**config.mk**
```make
export PLATFORM = sky130hd
export DESIGN_NAME = clock_top
export DESIGN_NICKNAME = d
export VERILOG_FILES = /design/src/clock_pkg.sv /design/src/tick_gen.sv /design/src/key_ctrl.sv /design/src/hms_counter.sv /design/src/seg_frame.sv /design/src/digit_scanner.sv /design/src/clock_top.sv
export SDC_FILE = /design/constraint.sdc
export NUM_CORES = 1
export LEC_CHECK = 0
export BUFFER_PORTS_ARGS = -buffer_cell sky130_fd_sc_hd__buf_2
export CORE_AREA = 2 2 156 112
export DETAILED_ROUTE_END_ITERATION = 12
export DIE_AREA = 0 0 158 114
export PLACE_DENSITY_LB_ADDON = 0.1
export SYNTH_ARGS = -nofsm -noshare
export SYNTH_HDL_FRONTEND = slang
export SYNTH_HIERARCHICAL = 1
export SYNTH_SLANG_ARGS = --single-unit
```
**constraint.sdc**
```tcl
create_clock -name clk -period 4.4 [get_ports clk]
set_input_delay 0.44 -clock clk [delete_from_list [all_inputs] [get_ports clk]]
set_output_delay 0.44 -clock clk [all_outputs]
set_load 0.02 [all_outputs]
```
**src/clock_pkg.sv**
```systemverilog
`default_nettype none

package clock_pkg;

	// Display geometry
	localparam int NUM_DIGITS = 6;
	localparam int SEG_W      = 7;
	localparam int FIELD_W    = 6;

	// Default divide ratios for a 50 MHz clock
	localparam int CLK_PER_SEC_DEF  = 50_000_000;
	localparam int CLK_PER_SCAN_DEF = 5_000;
	localparam int CLK_PER_KEY_DEF  = 500_000;

	// ------------------------------
	// Shared types
	// ------------------------------
	typedef logic [FIELD_W-1:0]    field_t;
	typedef logic [3:0]            bcd_t;
	// Segments a..g, a is the MSB, active high
	typedef logic [SEG_W-1:0]      seg_t;
	// One bit per digit, low lights the digit
	typedef logic [NUM_DIGITS-1:0] digit_en_t;
	typedef logic [NUM_DIGITS-1:0] dp_mask_t;

	typedef enum logic {
		MODE_RUN = 1'b0,
		MODE_SET = 1'b1
	} mode_t;

	typedef enum logic [1:0] {
		POS_SEC  = 2'd0,
		POS_MIN  = 2'd1,
		POS_HOUR = 2'd2
	} pos_t;

	// Inclusive wrap limits
	localparam field_t SEC_MAX  = 6'd59;
	localparam field_t MIN_MAX  = 6'd59;
	localparam field_t HOUR_MAX = 6'd23;

	// Dots between the field pairs in run mode
	localparam dp_mask_t DP_RUN = 6'b010101;

endpackage

`default_nettype wire

```
**src/tick_gen.sv**
```systemverilog
`timescale 1ns/1ps
`default_nettype none

module tick_gen #(
	parameter int DIV = 4
) (
	input  wire  clk,
	input  wire  rst_n,
	output logic o_tick
);

	localparam int CNT_W = (DIV > 1) ? $clog2(DIV) : 1;

	logic [CNT_W-1:0] cnt;

	// Terminal count raises the pulse on the following cycle
	always_ff @(posedge clk or negedge rst_n) begin
		if (!rst_n) begin
			cnt    <= '0;
			o_tick <= 1'b0;
		end else begin
			o_tick <= (cnt == CNT_W'(DIV - 1));
			if (cnt == CNT_W'(DIV - 1)) begin
				cnt <= '0;
			end else begin
				cnt <= cnt + 1'b1;
			end
		end
	end

endmodule

`default_nettype wire

```
**src/key_ctrl.sv**
```systemverilog
`timescale 1ns/1ps
`default_nettype none

module key_ctrl import clock_pkg::*; (
	input  wire       clk,
	input  wire       rst_n,
	input  logic      i_btn_mode,
	input  logic      i_btn_pos,
	input  logic      i_btn_inc,
	input  logic      i_key_tick,
	output mode_t     o_mode,
	output logic      o_inc_sec,
	output logic      o_inc_min,
	output logic      o_inc_hour,
	output dp_mask_t  o_dp_mask
);

	// Sample order is {inc, pos, mode}
	logic [2:0] smp_new;
	logic [2:0] smp_old;
	logic       eval;
	logic       press_mode;
	logic       press_pos;
	logic       press_inc;
	pos_t       pos;

	// ------------------------------
	// Button sampling
	// ------------------------------
	always_ff @(posedge clk or negedge rst_n) begin
		if (!rst_n) begin
			smp_new <= '0;
			smp_old <= '0;
			eval    <= 1'b0;
		end else begin
			eval <= i_key_tick;
			if (i_key_tick) begin
				smp_new <= {i_btn_inc, i_btn_pos, i_btn_mode};
				smp_old <= smp_new;
			end
		end
	end

	// Rising edge, looked at once per key tick
	assign press_mode = eval & smp_new[0] & ~smp_old[0];
	assign press_pos  = eval & smp_new[1] & ~smp_old[1];
	assign press_inc  = eval & smp_new[2] & ~smp_old[2];

	// ------------------------------
	// Mode, position and strobes
	// ------------------------------
	always_ff @(posedge clk or negedge rst_n) begin
		if (!rst_n) begin
			o_mode     <= MODE_RUN;
			pos        <= POS_SEC;
			o_inc_sec  <= 1'b0;
			o_inc_min  <= 1'b0;
			o_inc_hour <= 1'b0;
		end else begin
			o_inc_sec  <= 1'b0;
			o_inc_min  <= 1'b0;
			o_inc_hour <= 1'b0;
			if (press_mode) begin
				o_mode <= (o_mode == MODE_RUN) ? MODE_SET : MODE_RUN;
			end
			if (o_mode == MODE_SET) begin
				if (press_pos) begin
					case (pos)
						POS_SEC: pos <= POS_MIN;
						POS_MIN: pos <= POS_HOUR;
						default: pos <= POS_SEC;
					endcase
				end
				// Only the selected field gets the strobe
				if (press_inc) begin
					o_inc_sec  <= (pos == POS_SEC);
					o_inc_min  <= (pos == POS_MIN);
					o_inc_hour <= (pos == POS_HOUR);
				end
			end
		end
	end

	// Set mode lights the right dot of the selected field
	always_comb begin
		o_dp_mask = DP_RUN;
		if (o_mode == MODE_SET) begin
			case (pos)
				POS_MIN:  o_dp_mask = 6'b000100;
				POS_HOUR: o_dp_mask = 6'b010000;
				default:  o_dp_mask = 6'b000001;
			endcase
		end
	end

endmodule

`default_nettype wire

```
**src/hms_counter.sv**
```systemverilog
`timescale 1ns/1ps
`default_nettype none

module hms_counter import clock_pkg::*; (
	input  wire    clk,
	input  wire    rst_n,
	input  logic   i_sec_tick,
	input  mode_t  i_mode,
	input  logic   i_inc_sec,
	input  logic   i_inc_min,
	input  logic   i_inc_hour,
	output field_t o_sec,
	output field_t o_min,
	output field_t o_hour
);

	// Next value with wrap at the inclusive limit
	function automatic field_t wrap_inc(input field_t val, input field_t lim);
		return (val >= lim) ? '0 : val + 1'b1;
	endfunction

	always_ff @(posedge clk or negedge rst_n) begin
		if (!rst_n) begin
			o_sec  <= '0;
			o_min  <= '0;
			o_hour <= '0;
		end else if (i_mode == MODE_RUN) begin
			// Carry ripples through all fields in one cycle
			if (i_sec_tick) begin
				o_sec <= wrap_inc(o_sec, SEC_MAX);
				if (o_sec >= SEC_MAX) begin
					o_min <= wrap_inc(o_min, MIN_MAX);
					if (o_min >= MIN_MAX) begin
						o_hour <= wrap_inc(o_hour, HOUR_MAX);
					end
				end
			end
		end else begin
			// Set mode, no carry between fields
			if (i_inc_sec) begin
				o_sec <= wrap_inc(o_sec, SEC_MAX);
			end
			if (i_inc_min) begin
				o_min <= wrap_inc(o_min, MIN_MAX);
			end
			if (i_inc_hour) begin
				o_hour <= wrap_inc(o_hour, HOUR_MAX);
			end
		end
	end

endmodule

`default_nettype wire

```
**src/seg_frame.sv**
```systemverilog
`timescale 1ns/1ps
`default_nettype none

module seg_frame import clock_pkg::*; (
	input  wire                   clk,
	input  wire                   rst_n,
	input  field_t                i_sec,
	input  field_t                i_min,
	input  field_t                i_hour,
	input  dp_mask_t              i_dp_mask,
	output seg_t [NUM_DIGITS-1:0] o_frame_seg,
	output dp_mask_t              o_frame_dp
);

	bcd_t [NUM_DIGITS-1:0] digit;

	function automatic seg_t seg_decode(input bcd_t num);
		case (num)
			4'd0:    return 7'b111_1110;
			4'd1:    return 7'b011_0000;
			4'd2:    return 7'b110_1101;
			4'd3:    return 7'b111_1001;
			4'd4:    return 7'b011_0011;
			4'd5:    return 7'b101_1011;
			4'd6:    return 7'b101_1111;
			4'd7:    return 7'b111_0000;
			4'd8:    return 7'b111_1111;
			4'd9:    return 7'b111_0011;
			default: return 7'b000_0000;
		endcase
	endfunction

	// Index 0 is the right digit of the seconds
	always_comb begin
		digit[0] = bcd_t'(i_sec % 10);
		digit[1] = bcd_t'(i_sec / 10);
		digit[2] = bcd_t'(i_min % 10);
		digit[3] = bcd_t'(i_min / 10);
		digit[4] = bcd_t'(i_hour % 10);
		digit[5] = bcd_t'(i_hour / 10);
	end

	always_ff @(posedge clk or negedge rst_n) begin
		if (!rst_n) begin
			o_frame_seg <= '0;
			o_frame_dp  <= '0;
		end else begin
			for (int k = 0; k < NUM_DIGITS; k++) begin
				o_frame_seg[k] <= seg_decode(digit[k]);
			end
			o_frame_dp <= i_dp_mask;
		end
	end

endmodule

`default_nettype wire

```
**src/digit_scanner.sv**
```systemverilog
`timescale 1ns/1ps
`default_nettype none

module digit_scanner import clock_pkg::*; (
	input  wire                   clk,
	input  wire                   rst_n,
	input  logic                  i_scan_tick,
	input  seg_t [NUM_DIGITS-1:0] i_frame_seg,
	input  dp_mask_t              i_frame_dp,
	output seg_t                  o_seg,
	output logic                  o_seg_dp,
	output digit_en_t             o_seg_enb
);

	logic [$clog2(NUM_DIGITS)-1:0] idx;

	// ------------------------------
	// Digit multiplexing
	// ------------------------------
	// All digits dark until the first scan tick
	always_ff @(posedge clk or negedge rst_n) begin
		if (!rst_n) begin
			idx       <= '0;
			o_seg     <= '0;
			o_seg_dp  <= 1'b0;
			o_seg_enb <= '1;
		end else if (i_scan_tick) begin
			o_seg     <= i_frame_seg[idx];
			o_seg_dp  <= i_frame_dp[idx];
			o_seg_enb <= ~(digit_en_t'(1) << idx);
			if (idx == NUM_DIGITS - 1) begin
				idx <= '0;
			end else begin
				idx <= idx + 1'b1;
			end
		end
	end

endmodule

`default_nettype wire

```
**src/clock_top.sv**
```systemverilog
`timescale 1ns/1ps
`default_nettype none

module clock_top import clock_pkg::*; #(
	parameter int CLK_PER_SEC  = CLK_PER_SEC_DEF,
	parameter int CLK_PER_SCAN = CLK_PER_SCAN_DEF,
	parameter int CLK_PER_KEY  = CLK_PER_KEY_DEF
) (
	input  wire       clk,
	input  wire       rst_n,
	input  logic      i_btn_mode,
	input  logic      i_btn_pos,
	input  logic      i_btn_inc,
	output seg_t      o_seg,
	output logic      o_seg_dp,
	output digit_en_t o_seg_enb
);

	logic                  sec_tick;
	logic                  scan_tick;
	logic                  key_tick;
	mode_t                 mode;
	logic                  inc_sec;
	logic                  inc_min;
	logic                  inc_hour;
	dp_mask_t              dp_mask;
	field_t                sec;
	field_t                min;
	field_t                hour;
	seg_t [NUM_DIGITS-1:0] frame_seg;
	dp_mask_t              frame_dp;

	// ------------------------------
	// Enable pulses
	// ------------------------------
	tick_gen #(.DIV(CLK_PER_SEC)) u_sec_tick (
		.clk    (clk),
		.rst_n  (rst_n),
		.o_tick (sec_tick)
	);

	tick_gen #(.DIV(CLK_PER_SCAN)) u_scan_tick (
		.clk    (clk),
		.rst_n  (rst_n),
		.o_tick (scan_tick)
	);

	tick_gen #(.DIV(CLK_PER_KEY)) u_key_tick (
		.clk    (clk),
		.rst_n  (rst_n),
		.o_tick (key_tick)
	);

	key_ctrl u_key_ctrl (
		.clk        (clk),
		.rst_n      (rst_n),
		.i_btn_mode (i_btn_mode),
		.i_btn_pos  (i_btn_pos),
		.i_btn_inc  (i_btn_inc),
		.i_key_tick (key_tick),
		.o_mode     (mode),
		.o_inc_sec  (inc_sec),
		.o_inc_min  (inc_min),
		.o_inc_hour (inc_hour),
		.o_dp_mask  (dp_mask)
	);

	hms_counter u_hms_counter (
		.clk        (clk),
		.rst_n      (rst_n),
		.i_sec_tick (sec_tick),
		.i_mode     (mode),
		.i_inc_sec  (inc_sec),
		.i_inc_min  (inc_min),
		.i_inc_hour (inc_hour),
		.o_sec      (sec),
		.o_min      (min),
		.o_hour     (hour)
	);

	seg_frame u_seg_frame (
		.clk         (clk),
		.rst_n       (rst_n),
		.i_sec       (sec),
		.i_min       (min),
		.i_hour      (hour),
		.i_dp_mask   (dp_mask),
		.o_frame_seg (frame_seg),
		.o_frame_dp  (frame_dp)
	);

	digit_scanner u_digit_scanner (
		.clk         (clk),
		.rst_n       (rst_n),
		.i_scan_tick (scan_tick),
		.i_frame_seg (frame_seg),
		.i_frame_dp  (frame_dp),
		.o_seg       (o_seg),
		.o_seg_dp    (o_seg_dp),
		.o_seg_enb   (o_seg_enb)
	);

endmodule

`default_nettype wire

```
==> impl_metrics.sql <==
INSERT INTO impl_metrics (metric_group, metric, value, unit) VALUES
('outcome', 'outcome', 'finished clean', ''),
('job', 'maxCapViolCount', '0', ''),
('logic_synthesis', 'synth_compound_area_share', '14.05', '%'),
('sta', 'setup_tns', '0', 'ps'),
('logic_synthesis', 'ys_warn_count', '6', ''),
('final_layout', 'syn2layout_area_growth', '9.485', '%'),
('min_path', 'timing.hold.worst.class', 'input port to asynchronous set/reset pin', ''),
('pwr', 'fin_total_pwr', '2948', 'uW'),
('global_routing', 'grt_start_max_net_pins', '90', ''),
('floorplan', 'ios', '19', ''),
('final_layout', 'drive_above_1_share', '14.69', '%'),
('placement', 'placement.io_buffers', '18', ''),
('clock_network', 'cts_resized', '0', ''),
('logic_synthesis', 'synth_top_cells_by_area', 'dfrtp_1 (42%), ha_1 (8.0%), a21oi_1 (2.7%)', ''),
('clock_network', 'cts_root_buf', 'clkbuf_16', ''),
('floorplan', 'die-width', '158', 'um'),
('logic_synthesis', 'synth-seq-area-share', '44.01', '%'),
('pwr', 'powerDensity', '301.0', 'mW/mm^2'),
('final_layout', 'layout.cells.non_filler', '1116', ''),
('clock_network', 'tritoncts_clock_tree', 'done', ''),
('floorplan', 'die_height', '114', 'um'),
('placement', 'hpwl', '12.52', 'mm'),
('setup_path', 'cp-end-kind', 'flip-flop', ''),
('sta', 'fin_crit_sh', '94.78', '%'),
('detailed_routing', 'via_count', '6432', ''),
('floorplan', 'num_rows', '40', ''),
('logic_synthesis', 'netlist_area', '0.008944', 'mm^2'),
('clock_network', 'sinks_on_the_clock_net', '157', ''),
('detailed_routing', 'detail_route.wl_per_cell', '16.21', 'um'),
('placement', 'detailedPlace.worstSlack', '265.3', 'ps'),
('logic_synthesis', 'combinational_family_with_the_most_area_after_synthesis', 'simple AND/OR/NAND/NOR gates', ''),
('placement', 'dpl.cell_count', '1084', ''),
('logic_synthesis', 'ys.flop_type', 'dfrtp_1', ''),
('logic_synthesis', 'synth_top_area_cell', 'dfrtp_1', ''),
('setup_path', 'timing.critical_path.fanout_max', '15', ''),
('logic_synthesis', 'synth_adder_area_share', '8.198', '%'),
('global_routing', 'grt_pass1_vias', '6240', ''),
('logic_synthesis', 'synth_cell_type_count', '96', ''),
('logic_synthesis', 'number_of_enable_type_register_cells_in_the_synthesized_netlist', '0', ''),
('logic_synthesis', 'yosys.area_share.simple', '18.33', '%'),
('clock_network', 'cts_hold_buf', '0', ''),
('final_layout', 'finalInstanceArea', '0.009792', 'mm^2'),
('clock_network', 'h_tree_levels', '4', ''),
('sta', 'hold_violations', '0', ''),
('logic_synthesis', 'post_synth_inst_count', '858', ''),
('detailed_routing', 'antenna_violating_nets_post_route', '0', ''),
('logic_synthesis', 'ys_seq_elements', '157', ''),
('final_layout', 'multi_input_area', '0.004648', 'mm^2'),
('placement', 'dpl-instance-area', '0.009191', 'mm^2'),
('logic_synthesis', 'muxShareOfSynthArea', '6.967', '%'),
('clock_network', 'cts_post_setup_buffers_inserted', '0', ''),
('sta', 'max-slew-margin-rel', '33.30', '%'),
('sta', 'fin_crit', '4170', 'ps'),
('detailed_routing', 'dr.pass1.iters', '5', ''),
('final_layout', 'seqCellArea', '0.003938', 'mm^2'),
('clock_network', 'cts_buffer_depth', '2', ''),
('setup_path', 'worstSetupPathType', 'flip-flop to flip-flop', ''),
('sta', 'max_slew.worst_pin.slew', '1000', 'ps'),
('detailed_routing', 'routed_via_density', '5.763', ''),
('global_routing', 'global_route.overflow_total', '0', ''),
('sta', 'max_clock_freq', '0.2398', 'GHz'),
('placement', 'routabilityCongestion', '0.8045', ''),
('clock_network', 'clkLatencyLatePin', '430', 'ps'),
('logic_synthesis', 'syn_area_per_cell', '10.42', 'um^2'),
('setup_path', 'crit_required', '4690', 'ps'),
('pwr', 'power.leakage', '0.004237', 'uW'),
('setup_path', 'timing.critical_path.arrival', '4460', 'ps'),
('sta', 'timing.final.setup_violations', '0', ''),
('final_layout', 'num-fill-cells', '1413', ''),
('global_routing', 'grt_first_pass_wirelength', '30.50', 'mm'),
('floorplan', 'core', '0.01672', 'mm^2');
## per-stage QoR
| step | util [%] | hold slack, ps |
|---|---|---|
| after floorplan | - | 144.4 |
| after global placement | 54.98 | 467.2 |
| after detailed placement | 54.98 | 476.0 |
| after CTS | 58.57 | 105.7 |
| after global routing | 58.58 | 129.5 |
| final | 58.58 | 82.34 |
## logic make-up (layout without fill, tap and decap cells)
| group | Yosys count | after routing |
|---|---|---|
| other | 1 | 3 |
| buffers and inverters | 77 | 102 |
| AND/OR/NAND/NOR | 291 | 291 |
| XOR/XNOR | 44 | 44 |
| AO/OA/AOI/OAI | 183 | 183 |
| multiplexers | 46 | 46 |
| flip-flops | 157 | 157 |
| adder cells (fa/ha/maj) | 59 | 59 |
## per-layer routing
| layer | vias to the layer above | track usage [%] | share of wire (%) |
|---|---|---|---|
| met1 | 3146 | 30.38 | 50 |
| li1 | 3130 | - | - |
| met5 | - | 0 | 0 |
| met3 | 21 | 5.053 | 3.3 |
| met2 | 135 | 32.93 | 45 |
| met4 | 0 | 6.066 | 1.3 |
## sequential cells by signal, summed over array words and instances, names as in the netlist, 6 cells and up
signal and cells:
u_key_tick/cnt 19, u_scan_tick/cnt 13, u_digit_scanner/o_seg_enb 6, u_seg_frame/o_frame_seg 42, u_hms_counter/o_sec 6, u_digit_scanner/o_seg 7
u_hms_counter/o_min 6, u_hms_counter/o_hour 6, u_sec_tick/cnt 26, u_seg_frame/o_frame_dp 6
## area by class of cell
type / count / share of cell area [%]
Tap cell: 231 / 2.952
Multi-Input combinational cell: 626 / 47.47
Clock buffer: 18 / 4.485
Clock inverter: 14 / 1.636
Inverter: 45 / 1.725
Sequential cell: 157 / 40.21
Timing Repair Buffer: 25 / 1.521
## synth_stat cells, drive strengths merged (4+ instances only)
master	n
nor2b	13
xnor2	24
nand4	18
nand3b	6
inv	45
mux2i	16
o22ai	5
mux4	8
dfrtp	151
nand2b	13
and2	8
ha	57
a31oi	11
o21ai	43
mux2	22
nor2	54
a211oi	5
or4	9
and4	6
and3	17
nor4	8
xor2	20
or3	11
nor3	14
buf	22
o31ai	11
or2	9
a21oi	49
nand2	64
a22oi	9
dfstp	6
o211ai	5
a22o	4
a21o	8
clkbuf	10
nand3	30
## placed cells by master, fill, tap and decap left out, types with 6 or more instances in the layout
cell       instances
a21o_1             8
a21oi_1           48
a22oi_1            9
a31oi_1           11
and2_1             7
and3_1            12
buf_2             17
buf_4              7
clkbuf_16         17
dfrtp_1          150
dfstp_2            6
ha_1              57
inv_1             43
mux2_2            20
mux2i_1           15
nand2_1           63
nand2b_1          12
nand3_1           29
nand3b_1           6
nand4_1           15
nor2_1            54
nor2b_1           12
nor3_1            14
nor4_1             6
o21ai_0           40
o31ai_1           10
or2_2              7
or3_1             10
or4_1              8
xnor2_1           24
xor2_1            20
## critical path: stages (launching register included)
cell and delay (ps):
dfrtp_1 520, ha_1 280, or2_2 300, ha_1 310, nand3b_1 220, a211oi_1 310, nor2_1 210, xnor2_1 190
ha_1 240, or4_1 510, mux2_4 280, a32o_1 350, xnor2_1 210, o22ai_1 100
## path summary, 6_finish.rpt
kind                                                     startpoint                                  endpoint  cells past startpoint
setup / recovery                u_hms_counter/o_hour[3]$_DFFE_PN0P_     u_seg_frame/o_frame_seg[28]$_DFF_PN0_                     13
hold / removal                                                rst_n     u_seg_frame/o_frame_seg[40]$_DFF_PN0_                      1
setup reg to reg                u_hms_counter/o_hour[3]$_DFFE_PN0P_     u_seg_frame/o_frame_seg[28]$_DFF_PN0_                     13
hold reg to reg            u_digit_scanner/o_seg_enb[3]$_DFFE_PN1P_  u_digit_scanner/o_seg_enb[3]$_DFFE_PN1P_                      2
max in group asynchronous                                     rst_n               u_key_tick/cnt[3]$_DFF_PN0_                      2
min in group clk                                          i_btn_pos         u_key_ctrl/smp_new[1]$_DFFE_PN0P_                      2
## report_power, final
group	leakage, uW	switching (uW)	internal [uW]
clock	0.000281	611	861
combinational	0.00204	27.3	2.95
sequential	0.00192	0.335	1450
total	0.00424	639	2310
(Power assumes the default switching activity.)
